<file path="src/rtl/statusPkg.sv">
// Board status and host register definitions
// Address, data and LED types, register map and bit positions

package statusPkg;

	typedef logic [1:0]  cfgAddr_t;
	typedef logic [15:0] cfgData_t;
	typedef logic [4:0]  led_t;

	//----------------------------------------------------------------------
	// Register map, address 3 reads zero
	//----------------------------------------------------------------------
	localparam cfgAddr_t AddrBlank	= 2'd0;		// Blank colour, RW
	localparam cfgAddr_t AddrCtrl	= 2'd1;		// Control, RW
	localparam cfgAddr_t AddrStatus	= 2'd2;		// Status, RO

	localparam int CtrlClrOvf	= 0;	// W1C overflow, reads 0
	localparam int CtrlLedEn	= 1;	// LED bits 1..4 enable
	localparam int StatOverflow	= 0;	// Sticky FIFO overflow
	localparam int StatLocked	= 1;	// PLL lock
	localparam int StatFull		= 2;	// FIFO full right now

	// LED positions
	localparam int LedLock		= 0;
	localparam int LedPixel		= 1;
	localparam int LedFull		= 2;
	localparam int LedOverflow	= 3;
	localparam int LedFrame		= 4;

endpackage

</file>
<file path="src/rtl/videoPkg.sv">
// Video path definitions
// Pixel and raster counter types
// Default 1080p60 raster timing

package videoPkg;

	//----------------------------------------------------------------------
	// Types
	//----------------------------------------------------------------------
	typedef logic [15:0] pixel_t;		// YCbCr 4:2:2, Y in upper byte
	typedef logic [11:0] hCount_t;		// Up to 4095 clocks per line
	typedef logic [10:0] vCount_t;		// Up to 2047 lines per frame

	//----------------------------------------------------------------------
	// 1080p60 defaults, 148.5 MHz pixel clock
	//----------------------------------------------------------------------
	localparam int DefHActive	= 1920;
	localparam int DefHSync		= 44;
	localparam int DefHBack		= 148;
	localparam int DefHFront	= 88;	// 2200 clocks per line

	localparam int DefVActive	= 1080;
	localparam int DefVSync		= 5;
	localparam int DefVBack		= 36;
	localparam int DefVFront	= 4;	// 1125 lines per frame

endpackage

</file>
<file path="src/rtl/statusCfgIf.sv">
// Link between the register block and board status
// Control toward status, flags back toward the registers

`timescale 1ns/100ps

interface statusCfgIf;

	logic clearOverflow;	// One cycle pulse from a control write
	logic ledEnable;		// Activity LEDs on
	logic overflowSticky;	// Held until cleared
	logic pllLocked;		// Lock as seen by status logic

	// Register block side
	modport regs (
		output	clearOverflow,
		output	ledEnable,
		input	overflowSticky,
		input	pllLocked
	);

	// Board status side
	modport status (
		input	clearOverflow,
		input	ledEnable,
		output	overflowSticky,
		output	pllLocked
	);

endinterface

</file>
<file path="src/rtl/boardStatus.sv">
// Board status logic
// System reset from push switch and PLL lock
// LED pulse stretchers for stream activity
// Sticky FIFO overflow flag

`timescale 1ns/100ps

module boardStatus #(
	parameter int pStretchCycles = 4000000
)(
	input  logic				iSCLK,
	input  logic				iPushSw,
	input  logic				iPllLocked,
	input  logic				pixelVd,
	input  logic				fifoFull,
	input  logic				overflow,
	input  logic				frameStart,
	output logic				nSysRst,
	output statusPkg::led_t		led,
	statusCfgIf.status			status
);

localparam int StretchW = $clog2(pStretchCycles + 1);

logic		rstRawN;		// Either source pulls reset
logic [1:0]	rstSync;
logic		overflowSticky;
logic [2:0]	stretchEvt, stretchOn;

//----------------------------------------------------------------------
// Reset, asserted at once, released two edges after lock
//----------------------------------------------------------------------
assign rstRawN = iPushSw & iPllLocked;

always_ff @(posedge iSCLK, negedge rstRawN)
begin
	if (!rstRawN)
		rstSync <= 2'b00;
	else
		rstSync <= {rstSync[0], 1'b1};
end

assign nSysRst = rstSync[1];

//----------------------------------------------------------------------
// Sticky overflow, a new drop beats the clear
//----------------------------------------------------------------------
always_ff @(posedge iSCLK, negedge nSysRst)
begin
	if (!nSysRst)						overflowSticky <= 1'b0;
	else if (overflow)					overflowSticky <= 1'b1;
	else if (status.clearOverflow)		overflowSticky <= 1'b0;
end

assign status.overflowSticky	= overflowSticky;
assign status.pllLocked			= iPllLocked;

//----------------------------------------------------------------------
// Pulse stretchers, pixel / full / frame
//----------------------------------------------------------------------
assign stretchEvt = {frameStart, fifoFull, pixelVd};

genvar n;
generate
	for (n = 0; n < 3; n++)
	begin : gStretch
		logic [StretchW-1:0] cnt;

		always_ff @(posedge iSCLK, negedge nSysRst)
		begin
			if (!nSysRst)				cnt <= '0;
			else if (cnt != '0)			cnt <= cnt - 1'b1;		// Runs out first
			else if (stretchEvt[n])		cnt <= StretchW'(pStretchCycles);
		end

		assign stretchOn[n] = (cnt != '0);
	end
endgenerate

// LED map, lock always visible
always_comb
begin
	led = '0;
	led[statusPkg::LedLock] = iPllLocked;
	if (status.ledEnable)
	begin
		led[statusPkg::LedPixel]	= stretchOn[0];
		led[statusPkg::LedFull]		= stretchOn[1];
		led[statusPkg::LedOverflow]	= overflowSticky;	// Level, not a pulse
		led[statusPkg::LedFrame]	= stretchOn[2];
	end
end

endmodule

</file>
<file path="src/rtl/cfgRegs.sv">
// Host register block
// Four-phase req/ack handshake FSM
// Blank colour, control and status registers

`timescale 1ns/100ps

module cfgRegs (
	input  logic					iSCLK,
	input  logic					nSysRst,
	input  logic					cfgReq,
	input  logic					cfgWe,
	input  statusPkg::cfgAddr_t		cfgAddr,
	input  statusPkg::cfgData_t		cfgWrData,
	input  logic					fifoFull,
	output logic					cfgAck,
	output statusPkg::cfgData_t		cfgRdData,
	output videoPkg::pixel_t		blankColor,
	statusCfgIf.regs				regs
);

typedef enum logic [1:0] {stIdle, stAck, stWaitDrop} hsState_e;

hsState_e				state;
logic					access;		// Request taken this edge
statusPkg::cfgData_t	statusWord, ctrlWord;

assign access = (state == stIdle) && cfgReq;

//----------------------------------------------------------------------
// Handshake FSM
//----------------------------------------------------------------------
always_ff @(posedge iSCLK, negedge nSysRst)
begin
	if (!nSysRst)
		state <= stIdle;
	else
	begin
		case (state)
			stIdle:		if (cfgReq)		state <= stAck;
			stAck:		state <= cfgReq ? stWaitDrop : stIdle;	// Quick drop allowed
			stWaitDrop:	if (!cfgReq)	state <= stIdle;
			default:	state <= stIdle;
		endcase
	end
end

assign cfgAck = (state != stIdle);		// Straight from state flops

//----------------------------------------------------------------------
// Register writes
//----------------------------------------------------------------------
always_ff @(posedge iSCLK, negedge nSysRst)
begin
	if (!nSysRst)
	begin
		blankColor			<= '0;
		regs.ledEnable		<= 1'b1;	// LEDs on out of reset
		regs.clearOverflow	<= 1'b0;
	end
	else
	begin
		regs.clearOverflow <= 1'b0;
		if (access && cfgWe)
		begin
			case (cfgAddr)
				statusPkg::AddrBlank:	blankColor <= videoPkg::pixel_t'(cfgWrData);
				statusPkg::AddrCtrl:
				begin
					regs.ledEnable		<= cfgWrData[statusPkg::CtrlLedEn];
					regs.clearOverflow	<= cfgWrData[statusPkg::CtrlClrOvf];
				end
				default:	;			// Status and addr 3 ignore writes
			endcase
		end
	end
end

//----------------------------------------------------------------------
// Read path, captured at the access
//----------------------------------------------------------------------
always_comb
begin
	statusWord = '0;
	statusWord[statusPkg::StatOverflow]	= regs.overflowSticky;
	statusWord[statusPkg::StatLocked]	= regs.pllLocked;
	statusWord[statusPkg::StatFull]		= fifoFull;
	ctrlWord = '0;
	ctrlWord[statusPkg::CtrlLedEn]		= regs.ledEnable;	// Clear bit reads 0
end

always_ff @(posedge iSCLK)
begin
	if (access)
	begin
		case (cfgAddr)
			statusPkg::AddrBlank:	cfgRdData <= statusPkg::cfgData_t'(blankColor);
			statusPkg::AddrCtrl:	cfgRdData <= ctrlWord;
			statusPkg::AddrStatus:	cfgRdData <= statusWord;
			default:				cfgRdData <= '0;
		endcase
	end
end

apAckNeedsReq: assert property (@(posedge iSCLK) disable iff (!nSysRst)
	$rose(cfgAck) |-> $past(cfgReq));

endmodule

</file>
<file path="src/rtl/hdmiTimingGen.sv">
// Raster timing generator for the HDMI transmitter
// Horizontal and vertical counters with line phase decode
// Registered syncs, data enable and pixel data
// Pops the FIFO in active video, blank colour when it runs dry

`timescale 1ns/100ps

module hdmiTimingGen #(
	parameter int pHActive	= videoPkg::DefHActive,
	parameter int pHSync	= videoPkg::DefHSync,
	parameter int pHBack	= videoPkg::DefHBack,
	parameter int pHFront	= videoPkg::DefHFront,
	parameter int pVActive	= videoPkg::DefVActive,
	parameter int pVSync	= videoPkg::DefVSync,
	parameter int pVBack	= videoPkg::DefVBack,
	parameter int pVFront	= videoPkg::DefVFront
)(
	input  logic				iSCLK,
	input  logic				nSysRst,
	input  videoPkg::pixel_t	headPixel,
	input  logic				empty,
	input  videoPkg::pixel_t	blankColor,
	output logic				pop,
	output logic				frameStart,
	output logic				hdmiVs,
	output logic				hdmiHs,
	output logic				hdmiDe,
	output videoPkg::pixel_t	hdmiData
);

typedef enum logic [1:0] {phSync, phBack, phActive, phFront} linePhase_e;

// Phase boundaries, counted from the sync start
localparam videoPkg::hCount_t HBackStart	= videoPkg::hCount_t'(pHSync);
localparam videoPkg::hCount_t HActStart		= videoPkg::hCount_t'(pHSync + pHBack);
localparam videoPkg::hCount_t HFrontStart	= videoPkg::hCount_t'(pHSync + pHBack + pHActive);
localparam videoPkg::hCount_t HLast			=
	videoPkg::hCount_t'(pHSync + pHBack + pHActive + pHFront - 1);
localparam videoPkg::vCount_t VBackStart	= videoPkg::vCount_t'(pVSync);
localparam videoPkg::vCount_t VActStart		= videoPkg::vCount_t'(pVSync + pVBack);
localparam videoPkg::vCount_t VFrontStart	= videoPkg::vCount_t'(pVSync + pVBack + pVActive);
localparam videoPkg::vCount_t VLast			=
	videoPkg::vCount_t'(pVSync + pVBack + pVActive + pVFront - 1);

videoPkg::hCount_t	hCnt;
videoPkg::vCount_t	vCnt;
linePhase_e			hPhase, vPhase;
logic				deNext;

//----------------------------------------------------------------------
// Raster counters, free running from reset
//----------------------------------------------------------------------
always_ff @(posedge iSCLK, negedge nSysRst)
begin
	if (!nSysRst)
	begin
		hCnt <= '0;
		vCnt <= '0;
	end
	else if (hCnt == HLast)
	begin
		hCnt <= '0;
		vCnt <= (vCnt == VLast) ? '0 : vCnt + 1'b1;		// Next line or frame wrap
	end
	else
		hCnt <= hCnt + 1'b1;
end

// Phase decode, same enum for both axes
always_comb
begin
	if (hCnt < HBackStart)			hPhase = phSync;
	else if (hCnt < HActStart)		hPhase = phBack;
	else if (hCnt < HFrontStart)	hPhase = phActive;
	else							hPhase = phFront;

	if (vCnt < VBackStart)			vPhase = phSync;
	else if (vCnt < VActStart)		vPhase = phBack;
	else if (vCnt < VFrontStart)	vPhase = phActive;
	else							vPhase = phFront;
end

assign deNext	= (hPhase == phActive) && (vPhase == phActive);
assign pop		= deNext && !empty;		// Head leaves at this edge

//----------------------------------------------------------------------
// Output registers, one cycle behind the counters
//----------------------------------------------------------------------
always_ff @(posedge iSCLK, negedge nSysRst)
begin
	if (!nSysRst)
	begin
		hdmiHs		<= 1'b0;
		hdmiVs		<= 1'b0;
		hdmiDe		<= 1'b0;
		hdmiData	<= '0;
		frameStart	<= 1'b0;
	end
	else
	begin
		hdmiHs		<= (hPhase == phSync);
		hdmiVs		<= (vPhase == phSync);		// Whole lines
		hdmiDe		<= deNext;
		frameStart	<= (hCnt == '0) && (vCnt == '0);
		if (!deNext)
			hdmiData <= '0;						// Zero in blanking
		else
			hdmiData <= empty ? blankColor : headPixel;
	end
end

apDeNotHs: assert property (@(posedge iSCLK) disable iff (!nSysRst) !(hdmiDe && hdmiHs));

endmodule

</file>
<file path="src/rtl/mipiHdmiTop.sv">
// Video output path top level
// Pixel FIFO, HDMI raster generator, board status, host registers

`timescale 1ns/100ps

module mipiHdmiTop #(
	parameter int pHActive			= videoPkg::DefHActive,
	parameter int pHSync			= videoPkg::DefHSync,
	parameter int pHBack			= videoPkg::DefHBack,
	parameter int pHFront			= videoPkg::DefHFront,
	parameter int pVActive			= videoPkg::DefVActive,
	parameter int pVSync			= videoPkg::DefVSync,
	parameter int pVBack			= videoPkg::DefVBack,
	parameter int pVFront			= videoPkg::DefVFront,
	parameter int pFifoDepth		= 16,
	parameter int pStretchCycles	= 4000000		// About 40 ms at 100 MHz
)(
	input  logic					iSCLK,
	input  logic					iPushSw,		// Active low
	input  logic					iPllLocked,
	// Pixel stream in
	input  videoPkg::pixel_t		iPixel,
	input  logic					iPixelVd,
	output logic					oPixelFull,
	// HDMI transmitter
	output logic					oHdmiVs,
	output logic					oHdmiHs,
	output logic					oHdmiDe,
	output videoPkg::pixel_t		oHdmiData,
	output statusPkg::led_t			oLed,
	// Host port
	input  logic					iCfgReq,
	output logic					oCfgAck,
	input  logic					iCfgWe,
	input  statusPkg::cfgAddr_t		iCfgAddr,
	input  statusPkg::cfgData_t		iCfgWrData,
	output statusPkg::cfgData_t		oCfgRdData
);

logic				nSysRst;
logic				fifoEmpty, fifoPop, fifoOverflow, frameStart;
videoPkg::pixel_t	headPixel, blankColor;

statusCfgIf cfgIf ();

//----------------------------------------------------------------------
// Blocks
//----------------------------------------------------------------------
boardStatus #(.pStretchCycles(pStretchCycles)) uBoardStatus (
	.iSCLK(iSCLK),				.iPushSw(iPushSw),			.iPllLocked(iPllLocked),
	.pixelVd(iPixelVd),			.fifoFull(oPixelFull),		.overflow(fifoOverflow),
	.frameStart(frameStart),	.nSysRst(nSysRst),			.led(oLed),
	.status(cfgIf.status)
);

cfgRegs uCfgRegs (
	.iSCLK(iSCLK),				.nSysRst(nSysRst),
	.cfgReq(iCfgReq),			.cfgWe(iCfgWe),
	.cfgAddr(iCfgAddr),			.cfgWrData(iCfgWrData),
	.fifoFull(oPixelFull),		.cfgAck(oCfgAck),
	.cfgRdData(oCfgRdData),		.blankColor(blankColor),
	.regs(cfgIf.regs)
);

pixelFifo #(.pFifoDepth(pFifoDepth)) uPixelFifo (
	.iSCLK(iSCLK),				.nSysRst(nSysRst),
	.wrPixel(iPixel),			.wrValid(iPixelVd),			.pop(fifoPop),
	.headPixel(headPixel),		.full(oPixelFull),			.empty(fifoEmpty),
	.overflow(fifoOverflow)
);

hdmiTimingGen #(
	.pHActive(pHActive),	.pHSync(pHSync),	.pHBack(pHBack),	.pHFront(pHFront),
	.pVActive(pVActive),	.pVSync(pVSync),	.pVBack(pVBack),	.pVFront(pVFront)
) uHdmiTimingGen (
	.iSCLK(iSCLK),				.nSysRst(nSysRst),
	.headPixel(headPixel),		.empty(fifoEmpty),			.blankColor(blankColor),
	.pop(fifoPop),				.frameStart(frameStart),
	.hdmiVs(oHdmiVs),			.hdmiHs(oHdmiHs),
	.hdmiDe(oHdmiDe),			.hdmiData(oHdmiData)
);

endmodule

</file>
<file path="src/rtl/pixelFifo.sv">
// Pixel FIFO between the input stream and the raster generator
// Circular buffer, occupancy counter, registered full and empty
// Dropped writes flagged one cycle each

`timescale 1ns/100ps

module pixelFifo #(
	parameter int pFifoDepth = 16
)(
	input  logic				iSCLK,
	input  logic				nSysRst,
	input  videoPkg::pixel_t	wrPixel,
	input  logic				wrValid,
	input  logic				pop,
	output videoPkg::pixel_t	headPixel,
	output logic				full,
	output logic				empty,
	output logic				overflow
);

localparam int PtrW = (pFifoDepth > 1) ? $clog2(pFifoDepth) : 1;
localparam int CntW = $clog2(pFifoDepth + 1);

videoPkg::pixel_t	mem [pFifoDepth];		// Pixel storage
logic [PtrW-1:0]	wrPtr, rdPtr;
logic [CntW-1:0]	count, countNext;
logic				doWr, doRd;

assign doWr = wrValid && !full;			// Full write gets dropped
assign doRd = pop && !empty;

always_comb
begin
	countNext = count;
	if (doWr && !doRd)
		countNext = count + 1'b1;
	else if (doRd && !doWr)
		countNext = count - 1'b1;
end

//----------------------------------------------------------------------
// Pointers, count and flags
//----------------------------------------------------------------------
always_ff @(posedge iSCLK, negedge nSysRst)
begin
	if (!nSysRst)
	begin
		wrPtr		<= '0;
		rdPtr		<= '0;
		count		<= '0;
		full		<= 1'b0;
		empty		<= 1'b1;
		overflow	<= 1'b0;
	end
	else
	begin
		if (doWr)	wrPtr <= (wrPtr == PtrW'(pFifoDepth - 1)) ? '0 : wrPtr + 1'b1;
		if (doRd)	rdPtr <= (rdPtr == PtrW'(pFifoDepth - 1)) ? '0 : rdPtr + 1'b1;
		count		<= countNext;
		full		<= (countNext == CntW'(pFifoDepth));	// Flags lag one cycle
		empty		<= (countNext == '0);
		overflow	<= wrValid && full;						// Lost pixel
	end
end

// Storage has no reset
always_ff @(posedge iSCLK)
begin
	if (doWr)
		mem[wrPtr] <= wrPixel;
end

assign headPixel = mem[rdPtr];		// Show-ahead read

// Raster side must respect empty
apPopNotEmpty: assert property (@(posedge iSCLK) disable iff (!nSysRst) pop |-> !empty);
apCountLimit: assert property (@(posedge iSCLK) disable iff (!nSysRst)
	count <= CntW'(pFifoDepth));

endmodule

</file>
<file path="config.mk">
export PLATFORM = sky130hd
export DESIGN_NAME = mipiHdmiTop
export DESIGN_NICKNAME = d
export VERILOG_FILES = /design/src/rtl/statusPkg.sv /design/src/rtl/videoPkg.sv /design/src/rtl/statusCfgIf.sv /design/src/rtl/boardStatus.sv /design/src/rtl/cfgRegs.sv /design/src/rtl/hdmiTimingGen.sv /design/src/rtl/mipiHdmiTop.sv /design/src/rtl/pixelFifo.sv
export SDC_FILE = /design/constraint.sdc
export NUM_CORES = 1
export LEC_CHECK = 0
export ABC_AREA = 0
export BUFFER_PORTS_ARGS = -buffer_cell sky130_fd_sc_hd__buf_4
export CORE_MARGIN = 5
export CORE_UTILIZATION = 54
export CTS_BUF_LIST = sky130_fd_sc_hd__clkbuf_16
export CTS_CLUSTER_DIAMETER = 80
export CTS_CLUSTER_SIZE = 28
export DETAILED_ROUTE_END_ITERATION = 16
export GPL_TIMING_DRIVEN = 0
export HOLD_SLACK_MARGIN = 0.15
export PLACE_DENSITY = 0.8
export SLEW_MARGIN = 25
export SYNTH_ARGS = -nofsm -noshare
export SYNTH_HDL_FRONTEND = slang
export SYNTH_SLANG_ARGS = --single-unit
</file>
<file path="constraint.sdc">
create_clock -name iSCLK -period 4.15 [get_ports iSCLK]
set_input_delay 0.2075 -clock iSCLK [delete_from_list [all_inputs] [get_ports iSCLK]]
set_output_delay 0.2075 -clock iSCLK [all_outputs]
set_load 0.01 [all_outputs]
</file>
# Yosys cells after proc, flatten, opt, wreduce, memory -nomap -nowiden
# Memory sizes are Yosys's and may differ from the RTL's.
# Cells that the tools add are included.
# W data, S select, Z words.
# word_totals
reg_bits	164
ramBits	256
elab_cells	117
mem_count	1
output_inout_bits	42
# mem_list
name	depth	word_bits	read_ports	rd_clocked_by_memory_dff	write_ports	line_no	source
uPixelFifo.mem	16	16	1	0	1	pixelFifo.sv:24	videoPkg::pixel_t mem [pFifoDepth];
# op_classes
n_addsub	9
n_lt_le_gt_ge	6
muxes	32
bitwise	1
reduce_logical	32
eq_ne	13
# ops
op	n
$mux W22	6
$reduce_bool A22 Y1	3
$sub A22 B1 Y22 const B	3
$pmux W16 S3	1
$mux W16	2
$mux W2	7
$add A12 B1 Y12 const B	1
$eq A12 B12 Y1 const B	1
$logic_not A12 Y1	1
$lt A12 B12 Y1 const B	1
$lt A12 B6 Y1 const B	1
$lt A12 B8 Y1 const B	1
$mux W12	1
$mux W4	3
$add A11 B1 Y11 const B	1
$eq A11 B11 Y1 const B	1
$logic_not A11 Y1	1
$lt A11 B11 Y1 const B	1
$lt A11 B3 Y1 const B	1
$lt A11 B6 Y1 const B	1
$mux W11	1
$logic_and A1 B1 Y1	10
$mux W5	2
$reduce_bool A2 Y1	5
15 further kinds	37

# Longest topological paths before layout
# Gate-level depths: netlist of the first run.
# depth
word_depth	12
depth_mapped	9

# Hierarchy
# Synthesis of the first run repeated with hierarchy kept, for this count alone.
# hier_totals
cells_unflattened	1127
hier_area_um2	17530.6
# by_module_without_submodules
module	seq_area_each_um2	instances	cells_per_inst	area_per_inst_um2
pixelFifo	8089.0	1	501	10588.9
boardStatus	1726.7	1	330	3359.5
hdmiTimingGen	1076.0	1	209	2133.3
cfgRegs	982.2	1	87	1448.9

# Least setup slack after synthesis of the first run
# OpenSTA, ideal clock, no wires.
# synth_path
kind	register to register
startpoint	register uCfgRegs.state[0]
endpoint	register uCfgRegs.blankColor[10]
path_buffers	1
stages_incl_launch_ff	6
setup_ns	0.125
setup_slack_ns	1.563
t_arrival_ns	2.462
path_cell_list	dfrtp_1 or2_2 nor2_1 nand3_1 clkbuf_1 mux2_2
# synth_via
elab_chain_cells	4
# synth_rtl
element	line_no	source
start: declaration	cfgRegs.sv:23	hsState_e state;
start signal: assignment	cfgRegs.sv:35	state <= stIdle;
start signal: assignment	cfgRegs.sv:39	stIdle: if (cfgReq) state <= stAck;
start signal: assignment	cfgRegs.sv:40	stAck: state <= cfgReq ? stWaitDrop : stIdle;
$logic_not A2 Y1	cfgRegs.sv:27	assign access = (state == stIdle) && cfgReq;
$logic_and A1 B1 Y1	cfgRegs.sv:27	
via uCfgRegs.access	cfgRegs.sv:24	logic access;
$logic_and A1 B1 Y1	cfgRegs.sv:63	if (access && cfgWe)
$reduce_and A2 Y1 (no source line)	--	
end signal: assignment	cfgRegs.sv:66	statusPkg::AddrBlank: blankColor <= videoPkg::pixel_t'(cfgWrData);
end: declaration	cfgRegs.sv:17	output videoPkg::pixel_t blankColor,
# The timed path passes the listed nets, and every way through them passes these cells.
# A chain may end at the register's enable or synchronous reset.

# Worst setup path in the final report of the first run
# layout_path
startpoint	register uPixelFifo.rdPtr[1]
endpoint	register uHdmiTimingGen.hdmiData[8]
# layout_via
elab_chain_cells	3
# layout_rtl
element	line_no	source
start: declaration	pixelFifo.sv:25	logic [PtrW-1:0] wrPtr, rdPtr;
start signal: assignment	pixelFifo.sv:58	if (doRd) rdPtr <= (rdPtr == PtrW'(pFifoDepth - 1)) ? '0 : rdPtr + 1'b1;
$mem_v2 Z16 W16	--	
$mux W16	hdmiTimingGen.sv:108	hdmiData <= empty ? blankColor : headPixel;
$mux W16	hdmiTimingGen.sv:105	if (!deNext)
end signal: assignment	hdmiTimingGen.sv:108	
end: declaration	hdmiTimingGen.sv:28	output videoPkg::pixel_t hdmiData
# Every way passes these cells.

==> impl_metrics.ini, run 1 <==
[synth]
synth_edf_count = 272
netlist_instances = 1076
syn-num-nets = 1130
yosysWarnings = 0
netlist_area_mm2 = 0.0173
synth.avg_cell_area_um2 = 16.1
synthFlopType = edfxtp_1
async_flop_share_pct = 35.2
synth-seq-cells = 420
ys_types = 72
yosysSeqAreaShare_pct = 68.7

[sta]
fmax_mhz = 326
maxSlewViolCount = 0
skew_ps = 25.0
setup_tns_ps = 0
rsz0062_at_grt = false
setup_viol = 0
final_hold_viol_count = 0
fin_crit_ps = 3070
relSlewSlack_pct = 28.6
tightest_slew_ps = 1070
post-route-period-util_pct = 74.0

[worst_setup_path]
cp-end-kind = flip-flop
crit_arrival_ps = 3470
r2r_cells = 6
timing.rr.end = uHdmiTimingGen.hdmiData[8]
max_stage_delay_ps = 690
r2r_start = uPixelFifo.rdPtr[1]
path_cells = buf_1 > clkbuf_1 > mux4_2 > mux4_2 > nand2_1 > a21oi_1
cp_common_cell = mux4_2
rrSetupSlack_ps = 1080
critPathKind = reg -> reg
critPathSlowestCell = clkbuf_1
worst_setup_path_start_kind = flip-flop
path_max_fanout = 10
required_ps = 4550

[pwr]
internal_power_mw = 6.30
p_sw_mw = 2.16
p_seq_share_pct = 61.3
swShare_pct = 25.6
clkPwrFrac_pct = 25.3
total_power_mw = 8.46
power.leakage_nw = 7.19
p_comb_share_pct = 13.4
power_density_mw_per_mm2 = 434
vdd_drop_max_mv = 0.428

[floorplan]
chipHeight_um = 189
rows = 65
pin_count = 82
core_mm2 = 0.0316
fp.dieW_um = 189
die_area_mm2 = 0.0357
initial_utilization_pct = 54.8

[hold_path]
hold_start = iCfgWe
holdCritPathClass = in -> reg
holdPathEnd = uCfgRegs.regs.ledEnable
hold_depth = 3

[clocking]
cts_setup_buffers = 0
cts_made_buffers = 19
clock_latency_ps = 540
path_clk_slew_ps = 110
cts_root_buffer = clkbuf_16
clockBufferDepth = 3
clock_sinks = 420
htreeDepth = 1
tritoncts = done

[global_route]
grt_pass1_wl_um = 56100
antenna_found_initial = 3
grt_usage_pct = 20.1
grt_remaining_overflow = 0
grt_pass1_vias = 9811
grt_start_max_net_pins = 40

[routing]
initialDrtViolationCount = 916
via_per_inst = 5.94
drc_errors = 0
drtAntennaViolNets = 0
wl_per_cell_um = 22.0
drt-total-wl_um = 36200
drt-pass1-iter-count = 5
num_vias = 9771

[status]
status = finished, final reports clean

[layout]
layout_common_cells = edfxtp_1, dfrtp_1, buf_4, mux4_2, nand2_1
syn_to_final_growth_pct = 13.0
fin_nets = 1281
layout-drive-gt1-share_pct = 20.7
layout_commonest_cell = edfxtp_1

[placed_design]
numPortBuffers = 81
dp_hpwl_um = 23000
gp_routability_congestion = 0.800

[flow_run]
max_cap_viol_count = 0
worst max-delay path, delay by kind of cell, from the launching register on:
family,cells,cell delay (ps)
muxes,2,960
DFF,1,420
buffers and inverters,2,1300
AOI/OAI and AO/OA,1,80
and+or+nand+nor,1,160
state kept, by name, summed over array words and instances, names as in the netlist, 2 cells and up:
register,count
uCfgRegs.blankColor,16
uCfgRegs.state,2
uBoardStatus.gStretch.cnt,66
uPixelFifo.rdPtr,4
uBoardStatus.rstSync,2
uPixelFifo.mem,256
uHdmiTimingGen.hdmiData,16
uHdmiTimingGen.vCnt,11
uPixelFifo.count,5
uHdmiTimingGen.hCnt,12
uPixelFifo.wrPtr,4
uCfgRegs.cfgRdData,16
cell type report:
type	count	area, um^2
Fill cell	2241	12000
Antenna cell	2	5.00
Inverter	25	93.8
Tap cell	402	503
Sequential cell	420	11900
Multi-Input combinational cell	593	5150
Timing Repair Buffer	130	1140
Clock inverter	14	75.1
Buffer	38	171
Clock buffer	20	500
how the worst max path moves through the flow:
stage,startpoint,depth (start not counted),slack (ps),endpoint
final,uPixelFifo.rdPtr[1],6,1080,uHdmiTimingGen.hdmiData[8]
after global routing,uBoardStatus.gStretch[1].cnt[0],7,930,oLed[2]
after CTS,uPixelFifo.rdPtr[1],6,1050,uHdmiTimingGen.hdmiData[8]
after detailed placement,uPixelFifo.rdPtr[1],6,1080,uHdmiTimingGen.hdmiData[6]
after global placement,uBoardStatus.rstSync[1],0,830,uHdmiTimingGen.hdmiData[9]
after floorplan,uCfgRegs.state[0],5,1560,uCfgRegs.blankColor[10]
through the flow:
| stage | hold WS (ps) | worst slack [ps] | util (%) | instances | instance area, um^2 |
|---|---|---|---|---|---|
| after CTS | 164 | 1050 | 61.7 | 1640 | 19500 |
| after detailed placement | 121 | 1080 | 58.6 | 1564 | 18500 |
| final | 178 | 1080 | 61.9 | 1644 | 19500 |
| after floorplan | 13.7 | 1560 | - | 1076 | 17300 |
| after global placement | 118 | 828 | 58.3 | 1559 | 18400 |
| after global routing | 166 | 931 | 61.9 | 1644 | 19500 |
synthesized netlist by cell type (5+ instances only):
master,n,area [um^2]
edfxtp_1,272,8170
dfrtp_1,146,3650
mux4_2,80,1800
nand2_1,73,274
nor2_1,58,218
and2_1,42,263
a21oi_1,34,170
xnor2_1,30,263
xor2_1,27,236
clkbuf_1,24,90.1
inv_1,24,90.1
nand3_1,23,115
o21ai_0,23,115
mux2_2,21,236
nor3_1,21,105
ha_1,14,175
or3_1,13,81.3
and3_1,12,75.1
nor4_1,12,75.1
mux2i_1,11,110
nand4_1,10,62.6
buf_2,9,45.0
nor3b_1,7,52.6
a31oi_1,6,37.5
nor2b_1,5,31.3
logic make-up (layout without fill, tap and decap cells):
group,Yosys count,in the layout,synth area share (%)
flip-flops,420,420,68.7
AND/OR/NAND/NOR,312,312,9.98
multiplexers,114,114,12.6
AO/OA/AOI/OAI,95,95,3.29
buffers and inverters,63,227,1.52
XOR/XNOR,57,57,2.89
adder cells (fa/ha/maj),14,14,1.01
other,1,3,0.0217
routing by layer:
metal | track usage, % | wire [um]
met1 | 28.7 | 15500
met2 | 33.8 | 17900
met3 | 3.34 | 2280
met4 | 3.17 | 510
met5 | 0 | 13
power groups by stage:
| stage | Clock (mW) | Combinational (mW) | Sequential, mW |
|---|---|---|---|
| 5_1_grt | 2.35 | 1.24 | 5.23 |
| 2_1_floorplan | 0 | 0.663 | 5.22 |
| 3_5_place_dp | 0 | 1.07 | 5.28 |
| 4_1_cts | 2.18 | 1.12 | 5.19 |
| 3_3_place_gp | 0 | 0.995 | 5.26 |
| 6_report | 2.14 | 1.14 | 5.19 |
timing repair:
action / 4_1_cts / 5_1_grt
gates resized for setup: 0 / 0
hold buffers: 42 / 0
endpoints found under the hold margin: 286 / 0
Power figures use the tool's default switching activity.
==> run 2: changes to the inputs <==
- clock period: 4.15 -> 2.51 ns (I/O delays scaled with it)
==> impl_metrics.ini, run 2 (synthesis gave the netlist of run 1 again) <==
[floorplan]
fp.dieW_um = 189
rows = 65
initial_utilization_pct = 54.8
pin_count = 82
chipHeight_um = 189
core_mm2 = 0.0316
die_area_mm2 = 0.0357

[clocking]
cts_root_buffer = clkbuf_16
clock_latency_ps = 550
cts_made_buffers = 20
tritoncts = done
clockBufferDepth = 3
clock_sinks = 420
path_clk_slew_ps = 100
htreeDepth = 1

[layout]
layout-drive-gt1-share_pct = 23.7
fin_nets = 1299
largest_reg_flops = 256
fill_cells = 2201
top_register = uPixelFifo.mem
diodes = 0
layout_commonest_cell = edfxtp_1
fin_area_mm2 = 0.0199
syn_to_final_growth_pct = 14.9
reg_top3 = uPixelFifo.mem: 256 flops, uBoardStatus.gStretch.cnt: 66 flops
layout_common_cells = edfxtp_1, dfrtp_1, buf_4, mux4_2, nand2_1

[sta]
relSlewSlack_pct = 43.5
fin_crit_ps = 2490
fin_ws_ps = 19.6
rsz0062_at_grt = true
post-route-period-util_pct = 99.2
hold_slack_ps = 339
maxSlewViolCount = 0
setup_viol = 0
final_hold_viol_count = 0
setup_tns_ps = 0
fmax_mhz = 402
skew_ps = 26.5
tightest_slew_ps = 847

[routing]
initialDrtViolationCount = 674
via_per_inst = 5.97
drt-total-wl_um = 37000
drtAntennaViolNets = 0
drt-pass1-iter-count = 5
drc_errors = 0
num_vias = 9919
wl_per_cell_um = 22.3

[worst_setup_path]
r2r_cells = 5
worst_setup_path_start_kind = flip-flop
crit_arrival_ps = 2660
cp-end-kind = flip-flop
required_ps = 2680
critPathKind = reg -> reg
path_max_fanout = 16

[flow_run]
max_cap_viol_count = 0

[placed_design]
place_area_mm2 = 0.0185
gp_routability_congestion = 0.809
pre_cts_ws_ps = -561
dp_hpwl_um = 22800
numPortBuffers = 81

[global_route]
grt_usage_pct = 20.6
grt_pass1_wl_um = 57200
grt_remaining_overflow = 0
antenna_found_initial = 0
grt_start_max_net_pins = 54
grt_pass1_vias = 9755

[status]
status = finished, final reports clean

[pwr]
vdd_drop_max_mv = 0.574
power.leakage_nw = 7.35
power_density_mw_per_mm2 = 724

[hold_path]
holdCritPathClass = reg -> async
-- run 2: path summary, 6_finish.rpt --
path	start	end	slack [ps]
max reg2reg	uPixelFifo.full	uPixelFifo.mem[7][4]	20
min in group iSCLK	uBoardStatus.rstSync[0]	uBoardStatus.rstSync[1]	360
max	uPixelFifo.full	uPixelFifo.mem[7][4]	20
min reg2reg	uBoardStatus.rstSync[1]	uBoardStatus.status.overflowSticky	340
min	uBoardStatus.rstSync[1]	uBoardStatus.status.overflowSticky	340
max in group asynchronous	uBoardStatus.rstSync[1]	uPixelFifo.empty	1160
-- run 2: routing by layer --
| metal | up-vias | routed length [um] | GRT usage, % |
|---|---|---|---|
| met5 | - | 0 | 0 |
| met4 | 0 | 621 | 3.25 |
| li1 | 4415 | - | - |
| met1 | 5135 | 15800 | 30.0 |
| met3 | 44 | 2070 | 2.60 |
| met2 | 325 | 18400 | 34.7 |
-- run 2: stage by stage --
| step | power [mW] | util, % | cells |
|---|---|---|---|
| 2_1_floorplan | 9.73 | - | 1076 |
| 3_3_place_gp | 10.3 | 58.3 | 1559 |
| 3_5_place_dp | 10.5 | 58.5 | 1562 |
| 4_1_cts | 14.4 | 62.5 | 1652 |
| 5_1_grt | 15.0 | 62.9 | 1661 |
| 6_report | 14.4 | 62.9 | 1661 |
-- run 2: worst max-delay path, stage by stage (launching register included) --
cell      delay, ps
dfrtp_1         430
nor2b_1         240
clkbuf_1        450
nand2_1         140
nor2_1          260
and2_2          600
-- run 2: timing repair --
action	in CTS	in global routing
hold endpoints to repair	307	0
setup endpoints to repair	197	92
buffers inserted	11	8
pin swaps	4	4
hold buffers	43	0
resized for setup	34	16
-- run 2: area by class of cell --
| class | count | area, um^2 | share of cell area [%] |
|---|---|---|---|
| clock buffer | 21 | 526 | 2.65 |
| inverter | 25 | 93.8 | 0.473 |
| timing repair buffer | 147 | 1260 | 6.36 |
| tap | 402 | 503 | 2.53 |
| sequential | 420 | 11900 | 59.8 |
| multi-input combinational | 593 | 5240 | 26.4 |
| clock inverter | 15 | 138 | 0.693 |
| buffer | 38 | 219 | 1.10 |
-- run 2: power by group --
part           internal [mW]  switching (mW)
combinational          0.821            1.13
clock                   1.70            2.16
sequential              8.15           0.415
==> run 3: changes to the inputs <==
- PLACE_DENSITY: 0.8 -> 0.77
- clock period: 2.51 -> 2.4 ns (I/O delays scaled with it)
==> impl_metrics.ini, run 3 (synthesis gave the netlist of run 1 again) <==
[pwr]
p_sw_mw = 3.77
p_seq_share_pct = 60.6
total_power_mw = 14.8
clkPwrFrac_pct = 25.4
vdd_drop_max_mv = 0.652
power.leakage_nw = 7.41
power_density_mw_per_mm2 = 739
swShare_pct = 25.5
p_comb_share_pct = 13.9
internal_power_mw = 11.0

[layout]
seq_area_mm2 = 0.0119
reg_top3 = uPixelFifo.mem: 256 flops, uBoardStatus.gStretch.cnt: 66 flops
diodes = 0
layout_common_cells = edfxtp_1, dfrtp_1, buf_4, mux4_2, nand2_1
top_register = uPixelFifo.mem
layout-drive-gt1-share_pct = 25.7
fin_area_mm2 = 0.0200
layout_commonest_cell = edfxtp_1
fill_cells = 2187
multiInputGateArea_mm2 = 0.00533
fin_nets = 1310
largest_reg_flops = 256
syn_to_final_growth_pct = 15.7

[placed_design]
numPortBuffers = 81
gp_routability_congestion = 0.860
place_area_mm2 = 0.0185
dp_hpwl_um = 22600

[clocking]
clock_latency_ps = 540
tritoncts = done
path_clk_slew_ps = 100
htreeDepth = 1
clockBufferDepth = 3
cts_root_buffer = clkbuf_16
cts_made_buffers = 19
clock_sinks = 420

[worst_setup_path]
path_cells = or4_4 > nor4b_4 > nand4_1 > buf_6 > and2_4 > buf_6
critPathKind = reg -> out
cp_common_cell = buf_6
cp-end-kind = primary output
worst_path_dominant_cell_family = simple AND/OR/NAND/NOR gates
cp-startpoint = uBoardStatus.gStretch[0].cnt[3]
crit_arrival_ps = 2380
critPathSlowestCell = or4_4
r2r_start = uBoardStatus.gStretch[1].cnt[5]
required_ps = 2280
max_stage_delay_ps = 560
path_max_fanout = 2
path_buf_inv = 2
worst_setup_path_start_kind = flip-flop

[sta]
skew_ps = 20.0
rsz0062_at_grt = true
post-route-period-util_pct = 104
final_hold_viol_count = 0
fmax_mhz = 400
relSlewSlack_pct = 44.5
fin_crit_ps = 2500
tightest_slew_ps = 832
setup_viol = 1
maxSlewViolCount = 0
fin_ws_ps = -100

[floorplan]
pin_count = 82
chipHeight_um = 189
initial_utilization_pct = 54.8
die_area_mm2 = 0.0357
rows = 65
fp.dieW_um = 189
core_mm2 = 0.0316

[routing]
wl_per_cell_um = 22.0
num_vias = 9882
drt-total-wl_um = 36700
initialDrtViolationCount = 732
drc_errors = 0
drt-pass1-iter-count = 5
drtAntennaViolNets = 0
via_per_inst = 5.91

[global_route]
grt_start_max_net_pins = 46
grt_remaining_overflow = 0
grt_pass1_vias = 10000
grt_pass1_wl_um = 56900
antenna_found_initial = 0
grt_usage_pct = 20.3

[status]
violations = setup timing
status = finished with violations

[flow_run]
max_cap_viol_count = 0

[hold_path]
holdCritPathClass = reg -> async
## run 3: final timing paths
| kind | to | slack [ps] | cells after the start |
|---|---|---|---|
| setup / recovery | oLed[1] | -100 | 6 |
| hold / removal | uHdmiTimingGen.hCnt[5] | 340 | 0 |
| setup reg to reg | uBoardStatus.gStretch[1].cnt[20] | 40 | 6 |
| hold reg to reg | uHdmiTimingGen.hCnt[5] | 340 | 0 |
| max in group asynchronous | uBoardStatus.gStretch[0].cnt[10] | 960 | 3 |
| min in group iSCLK | uBoardStatus.rstSync[1] | 370 | 0 |
## run 3: area by class of cell
class | instances | share of cell area (%)
Buffer | 37 | 1.30
Clock buffer | 19 | 2.38
Clock inverter | 15 | 0.526
Inverter | 25 | 0.469
Multi-Input combinational cell | 593 | 26.6
Sequential cell | 420 | 59.4
Tap cell | 402 | 2.52
Timing Repair Buffer | 160 | 6.76
## run 3: what timing repair did
item / 4_1_cts / 5_1_grt
endpoints found under the setup margin: 168 / 213
gates resized for setup: 51 / 41
endpoints found under the hold margin: 307 / 0
pin swaps: 7 / 13
hold buffers: 42 / 0
buffers inserted: 18 / 16
## run 3: power groups by stage
stage / combinational (mW) / sequential, mW / clock [mW]
2_1_floorplan: 1.15 / 9.02 / 0
3_3_place_gp: 1.73 / 9.10 / 0
3_5_place_dp: 1.84 / 9.12 / 0
4_1_cts: 1.99 / 8.95 / 3.84
5_1_grt: 2.25 / 9.04 / 4.12
6_report: 2.06 / 8.96 / 3.76
## run 3: through the flow
stage | std cells | worst slack [ps] | util, % | hold slack, ps | setup TNS [ps]
after floorplan | 1076 | 118 | - | -73.7 | 0
after global placement | 1559 | -579 | 58.3 | 23.4 | -49450
after detailed placement | 1562 | -610 | 58.5 | 31.9 | -44940
after CTS | 1656 | -156 | 62.6 | 344 | -177
after global routing | 1671 | -166 | 63.4 | 367 | -392
final | 1671 | -100 | 63.4 | 340 | -100
## run 3: per-layer routing
layer	wire length [um]	track usage [%]	vias to the layer above	share of wire [%]
li1	-	-	4441	-
met1	15600	29.5	5057	42
met2	18000	33.6	328	49
met3	2340	2.95	56	6.4
met4	807	4.46	0	2.2
met5	0	0	-	0
